==> config.mk <==
export PLATFORM = sky130hd
export DESIGN_NAME = approx_mult_top
export DESIGN_NICKNAME = d
export VERILOG_FILES = /design/src/source/mem_types_pkg.sv /design/src/source/mult_types_pkg.sv /design/src/source/res_wr_if.sv /design/src/source/approx_mult_top.sv /design/src/source/loa_adder.sv /design/src/source/mult_lane.sv /design/src/source/result_arbiter.sv /design/src/source/result_mem.sv /design/src/source/split_multiplier.sv
export VERILOG_INCLUDE_DIRS = /design/src /design/src/source
export SDC_FILE = /design/constraint.sdc
export NUM_CORES = 1
export LEC_CHECK = 0
export BUFFER_PORTS_ARGS = -buffer_cell sky130_fd_sc_hd__buf_4
export CAP_MARGIN = 20
export CELL_PAD_IN_SITES_DETAIL_PLACEMENT = 1
export CELL_PAD_IN_SITES_GLOBAL_PLACEMENT = 1
export CORE_ASPECT_RATIO = 1.25
export CORE_MARGIN = 2
export CORE_UTILIZATION = 50
export CTS_CLUSTER_DIAMETER = 50
export CTS_CLUSTER_SIZE = 16
export DETAILED_ROUTE_END_ITERATION = 7
export PLACE_DENSITY = 0.86
export SETUP_SLACK_MARGIN = 0.15
export SYNTH_ARGS = -nofsm -noshare
export SYNTH_HDL_FRONTEND = slang
export SYNTH_SLANG_ARGS = --single-unit
==> constraint.sdc <==
create_clock -name clk -period 7.9 [get_ports clk]
set_clock_uncertainty 0.2 [all_clocks]
set_input_delay 2.37 -clock clk [delete_from_list [all_inputs] [get_ports clk]]
set_output_delay 2.37 -clock clk [all_outputs]
set_load 0.03 [all_outputs]
==> src/source/mult_defines.svh <==
`ifndef MULT_DEFINES_SVH
`define MULT_DEFINES_SVH

// operand width of both lanes.
`define MULT_W 8

// low bits ORed in the approximate lane.
`define LOA_BITS 3

// result memory entries.
`define RES_DEPTH 16

`endif

==> src/source/mem_types_pkg.sv <==
`include "mult_defines.svh"

package mem_types_pkg;

    localparam int RES_ADDR_W = $clog2(`RES_DEPTH);

    // address of one result entry.
    typedef logic [RES_ADDR_W-1:0] res_addr_t;

    // lane number carried with every result.
    typedef logic lane_id_t;

    localparam lane_id_t LANE_EXACT  = 1'b0;
    localparam lane_id_t LANE_APPROX = 1'b1;

endpackage

==> src/source/mult_types_pkg.sv <==
`include "mult_defines.svh"

package mult_types_pkg;

    // operands are split in two equal halves.
    localparam int HALF_W = `MULT_W / 2;

    // unsigned multiplier operand.
    typedef logic [`MULT_W-1:0] operand_t;

    // high or low half of an operand.
    typedef logic [HALF_W-1:0] half_t;

    // full width product.
    typedef logic [2*`MULT_W-1:0] product_t;

endpackage

==> src/source/res_wr_if.sv <==
`timescale 1ns/1ps

interface res_wr_if;
    import mult_types_pkg::*;
    import mem_types_pkg::*;

    logic      valid;    // one cycle, never refused.
    res_addr_t addr;
    product_t  data;
    lane_id_t  lane_id;

    modport lane (output valid, addr, data, lane_id);
    modport arbiter (input valid, addr, data, lane_id);
endinterface

==> src/source/approx_mult_top.sv <==
`timescale 1ns/1ps
`include "mult_defines.svh"

module approx_mult_top (
    input  logic                     clk,
    input  logic                     arst_n,
    input  logic                     lane0_strobe,
    input  mult_types_pkg::operand_t lane0_a,
    input  mult_types_pkg::operand_t lane0_b,
    input  mem_types_pkg::res_addr_t lane0_addr,
    input  logic                     lane1_strobe,
    input  mult_types_pkg::operand_t lane1_a,
    input  mult_types_pkg::operand_t lane1_b,
    input  mem_types_pkg::res_addr_t lane1_addr,
    input  logic                     rd_strobe,
    input  mem_types_pkg::res_addr_t rd_addr,
    output logic                     rd_valid,
    output mult_types_pkg::product_t rd_data,
    output logic                     commit_strobe,
    output mem_types_pkg::res_addr_t commit_addr,
    output mem_types_pkg::lane_id_t  commit_lane
);
    import mult_types_pkg::*;
    import mem_types_pkg::*;

    logic      we;
    res_addr_t waddr;
    product_t  wdata;

    res_wr_if lane0_wr ();
    res_wr_if lane1_wr ();

    mult_lane #(
        .APPROX_BITS (0)
    ) i_lane_exact (
        .clk    (clk),
        .arst_n (arst_n),
        .strobe (lane0_strobe),
        .a      (lane0_a),
        .b      (lane0_b),
        .addr   (lane0_addr),
        .wr     (lane0_wr.lane)
    );

    mult_lane #(
        .APPROX_BITS (`LOA_BITS)
    ) i_lane_approx (
        .clk    (clk),
        .arst_n (arst_n),
        .strobe (lane1_strobe),
        .a      (lane1_a),
        .b      (lane1_b),
        .addr   (lane1_addr),
        .wr     (lane1_wr.lane)
    );

    result_arbiter i_result_arbiter (
        .clk           (clk),
        .arst_n        (arst_n),
        .req0          (lane0_wr.arbiter),
        .req1          (lane1_wr.arbiter),
        .we            (we),
        .waddr         (waddr),
        .wdata         (wdata),
        .commit_strobe (commit_strobe),
        .commit_addr   (commit_addr),
        .commit_lane   (commit_lane)
    );

    result_mem i_result_mem (
        .clk       (clk),
        .arst_n    (arst_n),
        .we        (we),
        .waddr     (waddr),
        .wdata     (wdata),
        .rd_strobe (rd_strobe),
        .rd_addr   (rd_addr),
        .rd_valid  (rd_valid),
        .rd_data   (rd_data)
    );

endmodule

==> src/source/loa_adder.sv <==
`timescale 1ns/1ps

// needs A_W >= B_W and APPROX_BITS < A_W.
module loa_adder #(
    parameter int A_W         = 12,
    parameter int B_W         = 9,
    parameter int APPROX_BITS = 0
) (
    input  logic [A_W-1:0] a,
    input  logic [B_W-1:0] b,
    output logic [A_W:0]   sum
);
    localparam int HI_W = A_W - APPROX_BITS;

    logic [A_W-1:0] b_ext;

    assign b_ext = A_W'(b);  // zero extend.

    generate
        if (APPROX_BITS == 0) begin : g_exact
            assign sum = {1'b0, a} + {1'b0, b_ext};
        end else begin : g_loa
            logic [APPROX_BITS-1:0] low_or;
            logic [HI_W:0]          high_sum;

            assign low_or   = a[APPROX_BITS-1:0] | b_ext[APPROX_BITS-1:0];  // no carry out.
            assign high_sum = {1'b0, a[A_W-1:APPROX_BITS]} + {1'b0, b_ext[A_W-1:APPROX_BITS]};
            assign sum      = {high_sum, low_or};
        end
    endgenerate

endmodule

==> src/source/mult_lane.sv <==
`timescale 1ns/1ps

module mult_lane #(
    parameter int APPROX_BITS = 0
) (
    input  logic                     clk,
    input  logic                     arst_n,
    input  logic                     strobe,
    input  mult_types_pkg::operand_t a,
    input  mult_types_pkg::operand_t b,
    input  mem_types_pkg::res_addr_t addr,
    res_wr_if.lane                   wr
);
    import mult_types_pkg::*;
    import mem_types_pkg::*;

    localparam lane_id_t LANE_ID = (APPROX_BITS == 0) ? LANE_EXACT : LANE_APPROX;

    logic      s1_valid;
    operand_t  s1_a;
    operand_t  s1_b;
    res_addr_t s1_addr;
    product_t  s1_prod;

    split_multiplier #(
        .APPROX_BITS (APPROX_BITS)
    ) i_split_multiplier (
        .a (s1_a),
        .b (s1_b),
        .p (s1_prod)
    );

    always_ff @(posedge clk or negedge arst_n) begin
        if (!arst_n) begin
            s1_valid <= 1'b0;
            wr.valid <= 1'b0;
        end else begin
            s1_valid <= strobe;
            wr.valid <= s1_valid;  // request two edges after strobe.
        end
    end

    always_ff @(posedge clk) begin
        if (strobe) begin
            s1_a    <= a;
            s1_b    <= b;
            s1_addr <= addr;
        end
        if (s1_valid) begin
            wr.data <= s1_prod;
            wr.addr <= s1_addr;
        end
    end

    assign wr.lane_id = LANE_ID;

    // host may strobe a lane at most every other cycle.
    a_strobe_spacing: assert property (@(posedge clk) disable iff (!arst_n)
        strobe |=> !strobe);

endmodule

==> src/source/result_arbiter.sv <==
`timescale 1ns/1ps

module result_arbiter (
    input  logic                     clk,
    input  logic                     arst_n,
    res_wr_if.arbiter                req0,
    res_wr_if.arbiter                req1,
    output logic                     we,
    output mem_types_pkg::res_addr_t waddr,
    output mult_types_pkg::product_t wdata,
    output logic                     commit_strobe,
    output mem_types_pkg::res_addr_t commit_addr,
    output mem_types_pkg::lane_id_t  commit_lane
);
    import mult_types_pkg::*;
    import mem_types_pkg::*;

    logic      req_v     [2];
    res_addr_t req_addr  [2];
    product_t  req_data  [2];
    lane_id_t  req_lane  [2];

    logic      hold_v    [2];
    res_addr_t hold_addr [2];
    product_t  hold_data [2];
    lane_id_t  hold_lane [2];

    logic prio;  // port that wins a tie.
    logic gnt;

    assign req_v[0]    = req0.valid;
    assign req_addr[0] = req0.addr;
    assign req_data[0] = req0.data;
    assign req_lane[0] = req0.lane_id;
    assign req_v[1]    = req1.valid;
    assign req_addr[1] = req1.addr;
    assign req_data[1] = req1.data;
    assign req_lane[1] = req1.lane_id;

    always_comb begin
        if (hold_v[0] && hold_v[1]) begin
            gnt = prio;
        end else begin
            gnt = hold_v[1];
        end
    end

    always_ff @(posedge clk or negedge arst_n) begin
        if (!arst_n) begin
            hold_v[0] <= 1'b0;
            hold_v[1] <= 1'b0;
            prio      <= 1'b0;
        end else begin
            for (int i = 0; i < 2; i++) begin
                if (req_v[i]) begin
                    hold_v[i] <= 1'b1;  // new request beats the clear.
                end else if (we && int'(gnt) == i) begin
                    hold_v[i] <= 1'b0;
                end
            end
            if (we) begin
                prio <= ~gnt;
            end
        end
    end

    always_ff @(posedge clk) begin
        for (int i = 0; i < 2; i++) begin
            if (req_v[i]) begin
                hold_addr[i] <= req_addr[i];
                hold_data[i] <= req_data[i];
                hold_lane[i] <= req_lane[i];
            end
        end
    end

    assign we            = hold_v[0] | hold_v[1];
    assign waddr         = hold_addr[gnt];
    assign wdata         = hold_data[gnt];
    assign commit_strobe = we;
    assign commit_addr   = hold_addr[gnt];
    assign commit_lane   = hold_lane[gnt];

    // a full hold must drain in the same cycle a new request lands.
    for (genvar g = 0; g < 2; g++) begin : g_hold_chk
        a_no_overwrite: assert property (@(posedge clk) disable iff (!arst_n)
            req_v[g] |-> !hold_v[g] || gnt == 1'(g));
    end

endmodule

==> src/source/result_mem.sv <==
`timescale 1ns/1ps
`include "mult_defines.svh"

module result_mem (
    input  logic                     clk,
    input  logic                     arst_n,
    input  logic                     we,
    input  mem_types_pkg::res_addr_t waddr,
    input  mult_types_pkg::product_t wdata,
    input  logic                     rd_strobe,
    input  mem_types_pkg::res_addr_t rd_addr,
    output logic                     rd_valid,
    output mult_types_pkg::product_t rd_data
);
    import mult_types_pkg::*;

    product_t mem [`RES_DEPTH];

    always_ff @(posedge clk) begin
        if (we) begin
            mem[waddr] <= wdata;
        end
    end

    always_ff @(posedge clk) begin
        if (rd_strobe) begin
            rd_data <= mem[rd_addr];  // old data on same-address write.
        end
    end

    always_ff @(posedge clk or negedge arst_n) begin
        if (!arst_n) begin
            rd_valid <= 1'b0;
        end else begin
            rd_valid <= rd_strobe;
        end
    end

endmodule

==> src/source/split_multiplier.sv <==
`timescale 1ns/1ps

module split_multiplier #(
    parameter int APPROX_BITS = 0
) (
    input  mult_types_pkg::operand_t a,
    input  mult_types_pkg::operand_t b,
    output mult_types_pkg::product_t p
);
    import mult_types_pkg::*;

    localparam int PP_W = 2 * HALF_W;  // partial product width.

    half_t a_hi;
    half_t a_lo;
    half_t b_hi;
    half_t b_lo;

    logic [PP_W-1:0] p_hh;
    logic [PP_W-1:0] p_hl;
    logic [PP_W-1:0] p_lh;
    logic [PP_W-1:0] p_ll;

    logic [PP_W:0]          mid_sum;   // exact cross term.
    logic [PP_W+HALF_W-1:0] upper_op;
    logic [PP_W+HALF_W:0]   final_sum;

    assign {a_hi, a_lo} = a;
    assign {b_hi, b_lo} = b;

    assign p_hh = PP_W'(a_hi) * PP_W'(b_hi);
    assign p_hl = PP_W'(a_hi) * PP_W'(b_lo);
    assign p_lh = PP_W'(a_lo) * PP_W'(b_hi);
    assign p_ll = PP_W'(a_lo) * PP_W'(b_lo);

    loa_adder #(
        .A_W         (PP_W),
        .B_W         (PP_W),
        .APPROX_BITS (0)
    ) i_mid_adder (
        .a   (p_hl),
        .b   (p_lh),
        .sum (mid_sum)
    );

    assign upper_op = {p_hh, p_ll[PP_W-1:HALF_W]};

    loa_adder #(
        .A_W         (PP_W + HALF_W),
        .B_W         (PP_W + 1),
        .APPROX_BITS (APPROX_BITS)
    ) i_final_adder (
        .a   (upper_op),
        .b   (mid_sum),
        .sum (final_sum)
    );

    // top sum bit never set for 8x8 operands.
    assign p = {final_sum[PP_W+HALF_W-1:0], p_ll[HALF_W-1:0]};

endmodule

==> flow_summary.ini <==
[outcome]
outcome = completed

[synthesis]
synth_edf_count = 392
ys.flop_type = edfxtp_1
seq_area_frac_synth = 0.633
synth_cells = 1122
ys_ff_latch = 401
syn_nets = 1331
syn_area_um2 = 18900
yosys_warnings = 0
async_flop_share = 0.0200
ys_types = 41
synth.avg_cell_area_um2 = 16.9

[floorplanning]
io_pins = 72
die_x_um = 178
die_h_um = 222
dieArea_um2 = 39500
initial_utilization = 0.508
core_area_um2 = 37300
rows = 79

[placement]
pre_cts_ws_ns = 1.20
gp_congestion = 0.808
dp_hpwl_um = 26700
io_buffers = 71

[detailed_routing]
ant_nets = 0
drtIter0Drc = 564
drc = 0
totalWireLength_um = 39900
vias = 9733
drt-pass1-iter-count = 5
vias_per_cell = 5.63
wl_per_cell_um = 23.1

[grt]
antenna_found_initial = 0
grt_max_degree = 65
grt_pass1_wl_um = 62000
grtUsageTotal = 0.210
grt_overflow_total = 0
grt_pass1_vias = 10900

[cells_and_area]
final_cell_mix = edfxtp_1, nand2_1, ha_1, inv_1
fill_cells = 3363
area.growth.synth_to_final_pct = 12.2
nets = 1433
antenna_cells = 0
drive_gt1_frac = 0.146
final_common_cell = edfxtp_1

[cts]
cts_max_level = 2
clkTransAtPathRegs_ns = 0.06
cts_resized = 0
cts_tree = done
post_cts_buffers = 0
cts_buffers = 36
cts_buffer_depth = 3
clkSinkCount = 401
clkLatencyLatePin_ns = 0.54
cts.hold.buffers_added = 0
cts-root-buf = clkbuf_16

[timing]
drv_slew = 0
worst_pin_slew_ns = 0.993
max-slew-margin-rel = 0.338
min_period_ns = 6.78
worst_slack_ns = 1.12
rsz0062_at_grt = false
period_share = 0.858
setup_violations = 0
max_freq_ghz = 0.148
fin_tns_setup_ns = 0
finalHoldViolCount = 0

[power_and_ir_drop]
p_int_mw = 4.47
cellPowerDensity_nw_per_um2 = 302
power_mw = 6.42
comb_power_share = 0.273
p_clk_frac = 0.269
switching_share = 0.305
p_leak_nw = 8.19
seqPwrFrac = 0.458
switchingPower_mw = 1.96
vdd_drop_max_mv = 0.208

[flow_run]
drv_cap = 0

[setup_path]
path_buf_inv = 4
cp.arrival_ns = 6.97
cp.required_ns = 8.10
cp_common_cell = fa_1
critPathMaxFanout = 8
crit_path_cell_trace = nand2_1 -> fa_1 -> inv_1 -> fa_1 -> ha_1 -> a21o_1 -> a21oi_1 -> o21bai_1 -> a21oi_1 -> xor2_1 -> fa_1 -> inv_1 -> fa_1 -> fa_1 -> inv_1 -> fa_1 -> inv_1 -> fa_1 -> a21o_1 -> a21oi_1 -> o21ai_0 -> a211o_1 -> nand2_1
critPathLaunchType = flip-flop
crit_path_end_kind = flip-flop
cpLargestDelayFamily = adder cells
slowest_delay_ns = 0.56
cpMaxStageDelayCell = fa_1
worst-setup-path-type = flip-flop to flip-flop

[worst_hold_path]
worstHoldPathType = flip-flop to flip-flop
-- worst paths after layout --
| path | from | to | slack, ns | cells past startpoint |
|---|---|---|---|---|
| max in group asynchronous | arst_n | i_lane_approx.wr.valid | 5.89 | 1 |
| worst max-delay path | i_lane_exact.s1_a[2] | i_lane_exact.wr.data[14] | 1.12 | 23 |
| worst max register to register | i_lane_exact.s1_a[2] | i_lane_exact.wr.data[14] | 1.12 | 23 |
| worst min register to register | i_lane_exact.wr.data[10] | i_result_arbiter.hold_data[0][10] | 0.22 | 0 |
| worst min-delay path | i_lane_exact.wr.data[10] | i_result_arbiter.hold_data[0][10] | 0.22 | 0 |
| min in group asynchronous | arst_n | i_result_arbiter.prio | 1.46 | 1 |
-- routing by layer --
metal	GRT usage	part of all wire	up-vias
met1	0.241	0.37	5032
met5	0	0	-
met2	0.389	0.55	232
met4	0.0933	0.044	0
met3	0.0250	0.034	85
li1	-	-	4384
-- registers in the layout, indices dropped and copies added, names as in the netlist, 16 cells and up --
name and flops:
i_result_mem.mem 256, i_result_arbiter.hold_data 32, i_lane_approx.wr.data 16, i_lane_exact.wr.data 16, i_result_mem.rd_data 16
-- stage by stage --
stage	hold WS (ns)	utilization	cells	instance area [um2]
finish	0.219	0.570	1730	21300
global route	0.222	0.570	1730	21300
CTS	0.221	0.570	1729	21200
detailed placement	0.209	0.538	1671	20100
global placement	0.201	0.538	1671	20100
floorplan	0.200	-	1122	18900
-- worst register-to-register path, stage by stage, from the launching register on --
cell      delay, ns
edfxtp_1       0.46
nand2_1        0.12
fa_1           0.56
inv_1          0.05
fa_1           0.47
ha_1           0.29
a21o_1         0.18
a21oi_1        0.23
o21bai_1       0.09
a21oi_1        0.17
xor2_1         0.11
fa_1           0.54
inv_1          0.05
fa_1           0.48
fa_1           0.54
inv_1          0.04
fa_1           0.48
inv_1          0.07
fa_1           0.41
a21o_1         0.17
a21oi_1        0.30
o21ai_0        0.22
a211o_1        0.33
nand2_1        0.07
-- synthesized netlist by cell type (2+ instances only) --
library cell / instances / share of area
o21a_1: 2 / 0.00079
xnor2_1: 20 / 0.0092
nand2b_1: 7 / 0.0023
nor2_1: 29 / 0.0057
fa_1: 60 / 0.063
buf_1: 8 / 0.0016
nand2_1: 103 / 0.020
clkbuf_1: 6 / 0.0012
or2_2: 4 / 0.0013
mux4_1: 48 / 0.067
or3_1: 5 / 0.0017
nor3b_1: 7 / 0.0028
and3_1: 4 / 0.0013
dfrtp_1: 8 / 0.011
ha_1: 100 / 0.066
mux4_2: 32 / 0.038
o21bai_1: 7 / 0.0028
a211oi_1: 4 / 0.0016
o211ai_1: 5 / 0.0020
o21ai_0: 15 / 0.0040
a21o_1: 7 / 0.0028
a21oi_1: 20 / 0.0053
edfxtp_1: 392 / 0.62
a31oi_1: 2 / 0.00066
buf_2: 3 / 0.00079
xor2_1: 10 / 0.0046
buf_6: 5 / 0.0030
inv_1: 98 / 0.019
nor3_1: 10 / 0.0026
and2_1: 87 / 0.029
mux2i_1: 2 / 0.0011
nor2b_1: 3 / 0.00099
-- cells by family after synthesis --
group                      Yosys count  share of synthesized area
AOI/OAI and AO/OA                   67                     0.0221
and+or+nand+nor                    259                     0.0679
adders and majority gates          160                      0.129
DFF                                401                      0.633
muxes                               82                      0.106
buffers and inverters              123                     0.0280
xor gates and xnor gates            30                     0.0139
-- power by group through the flow --
stage,Combinational (mW),Sequential [mW],Clock [mW]
6_report,1.75,2.94,1.73
5_1_grt,1.98,2.96,1.82
4_1_cts,1.77,2.94,1.77
3_5_place_dp,1.71,2.99,0
3_3_place_gp,1.57,2.96,0
2_1_floorplan,1.19,2.95,0
-- layout make-up --
type	count	area [um2]	share of cell area
clock buffers	41	920	0.0433
clock inverters	17	244	0.0115
inverters	99	372	0.0175
well taps	486	608	0.0286
flip-flops and latches	401	12000	0.564
multi-input cells	598	6440	0.303
repair buffers	88	681	0.0320
Power figures use the tool's default switching activity.
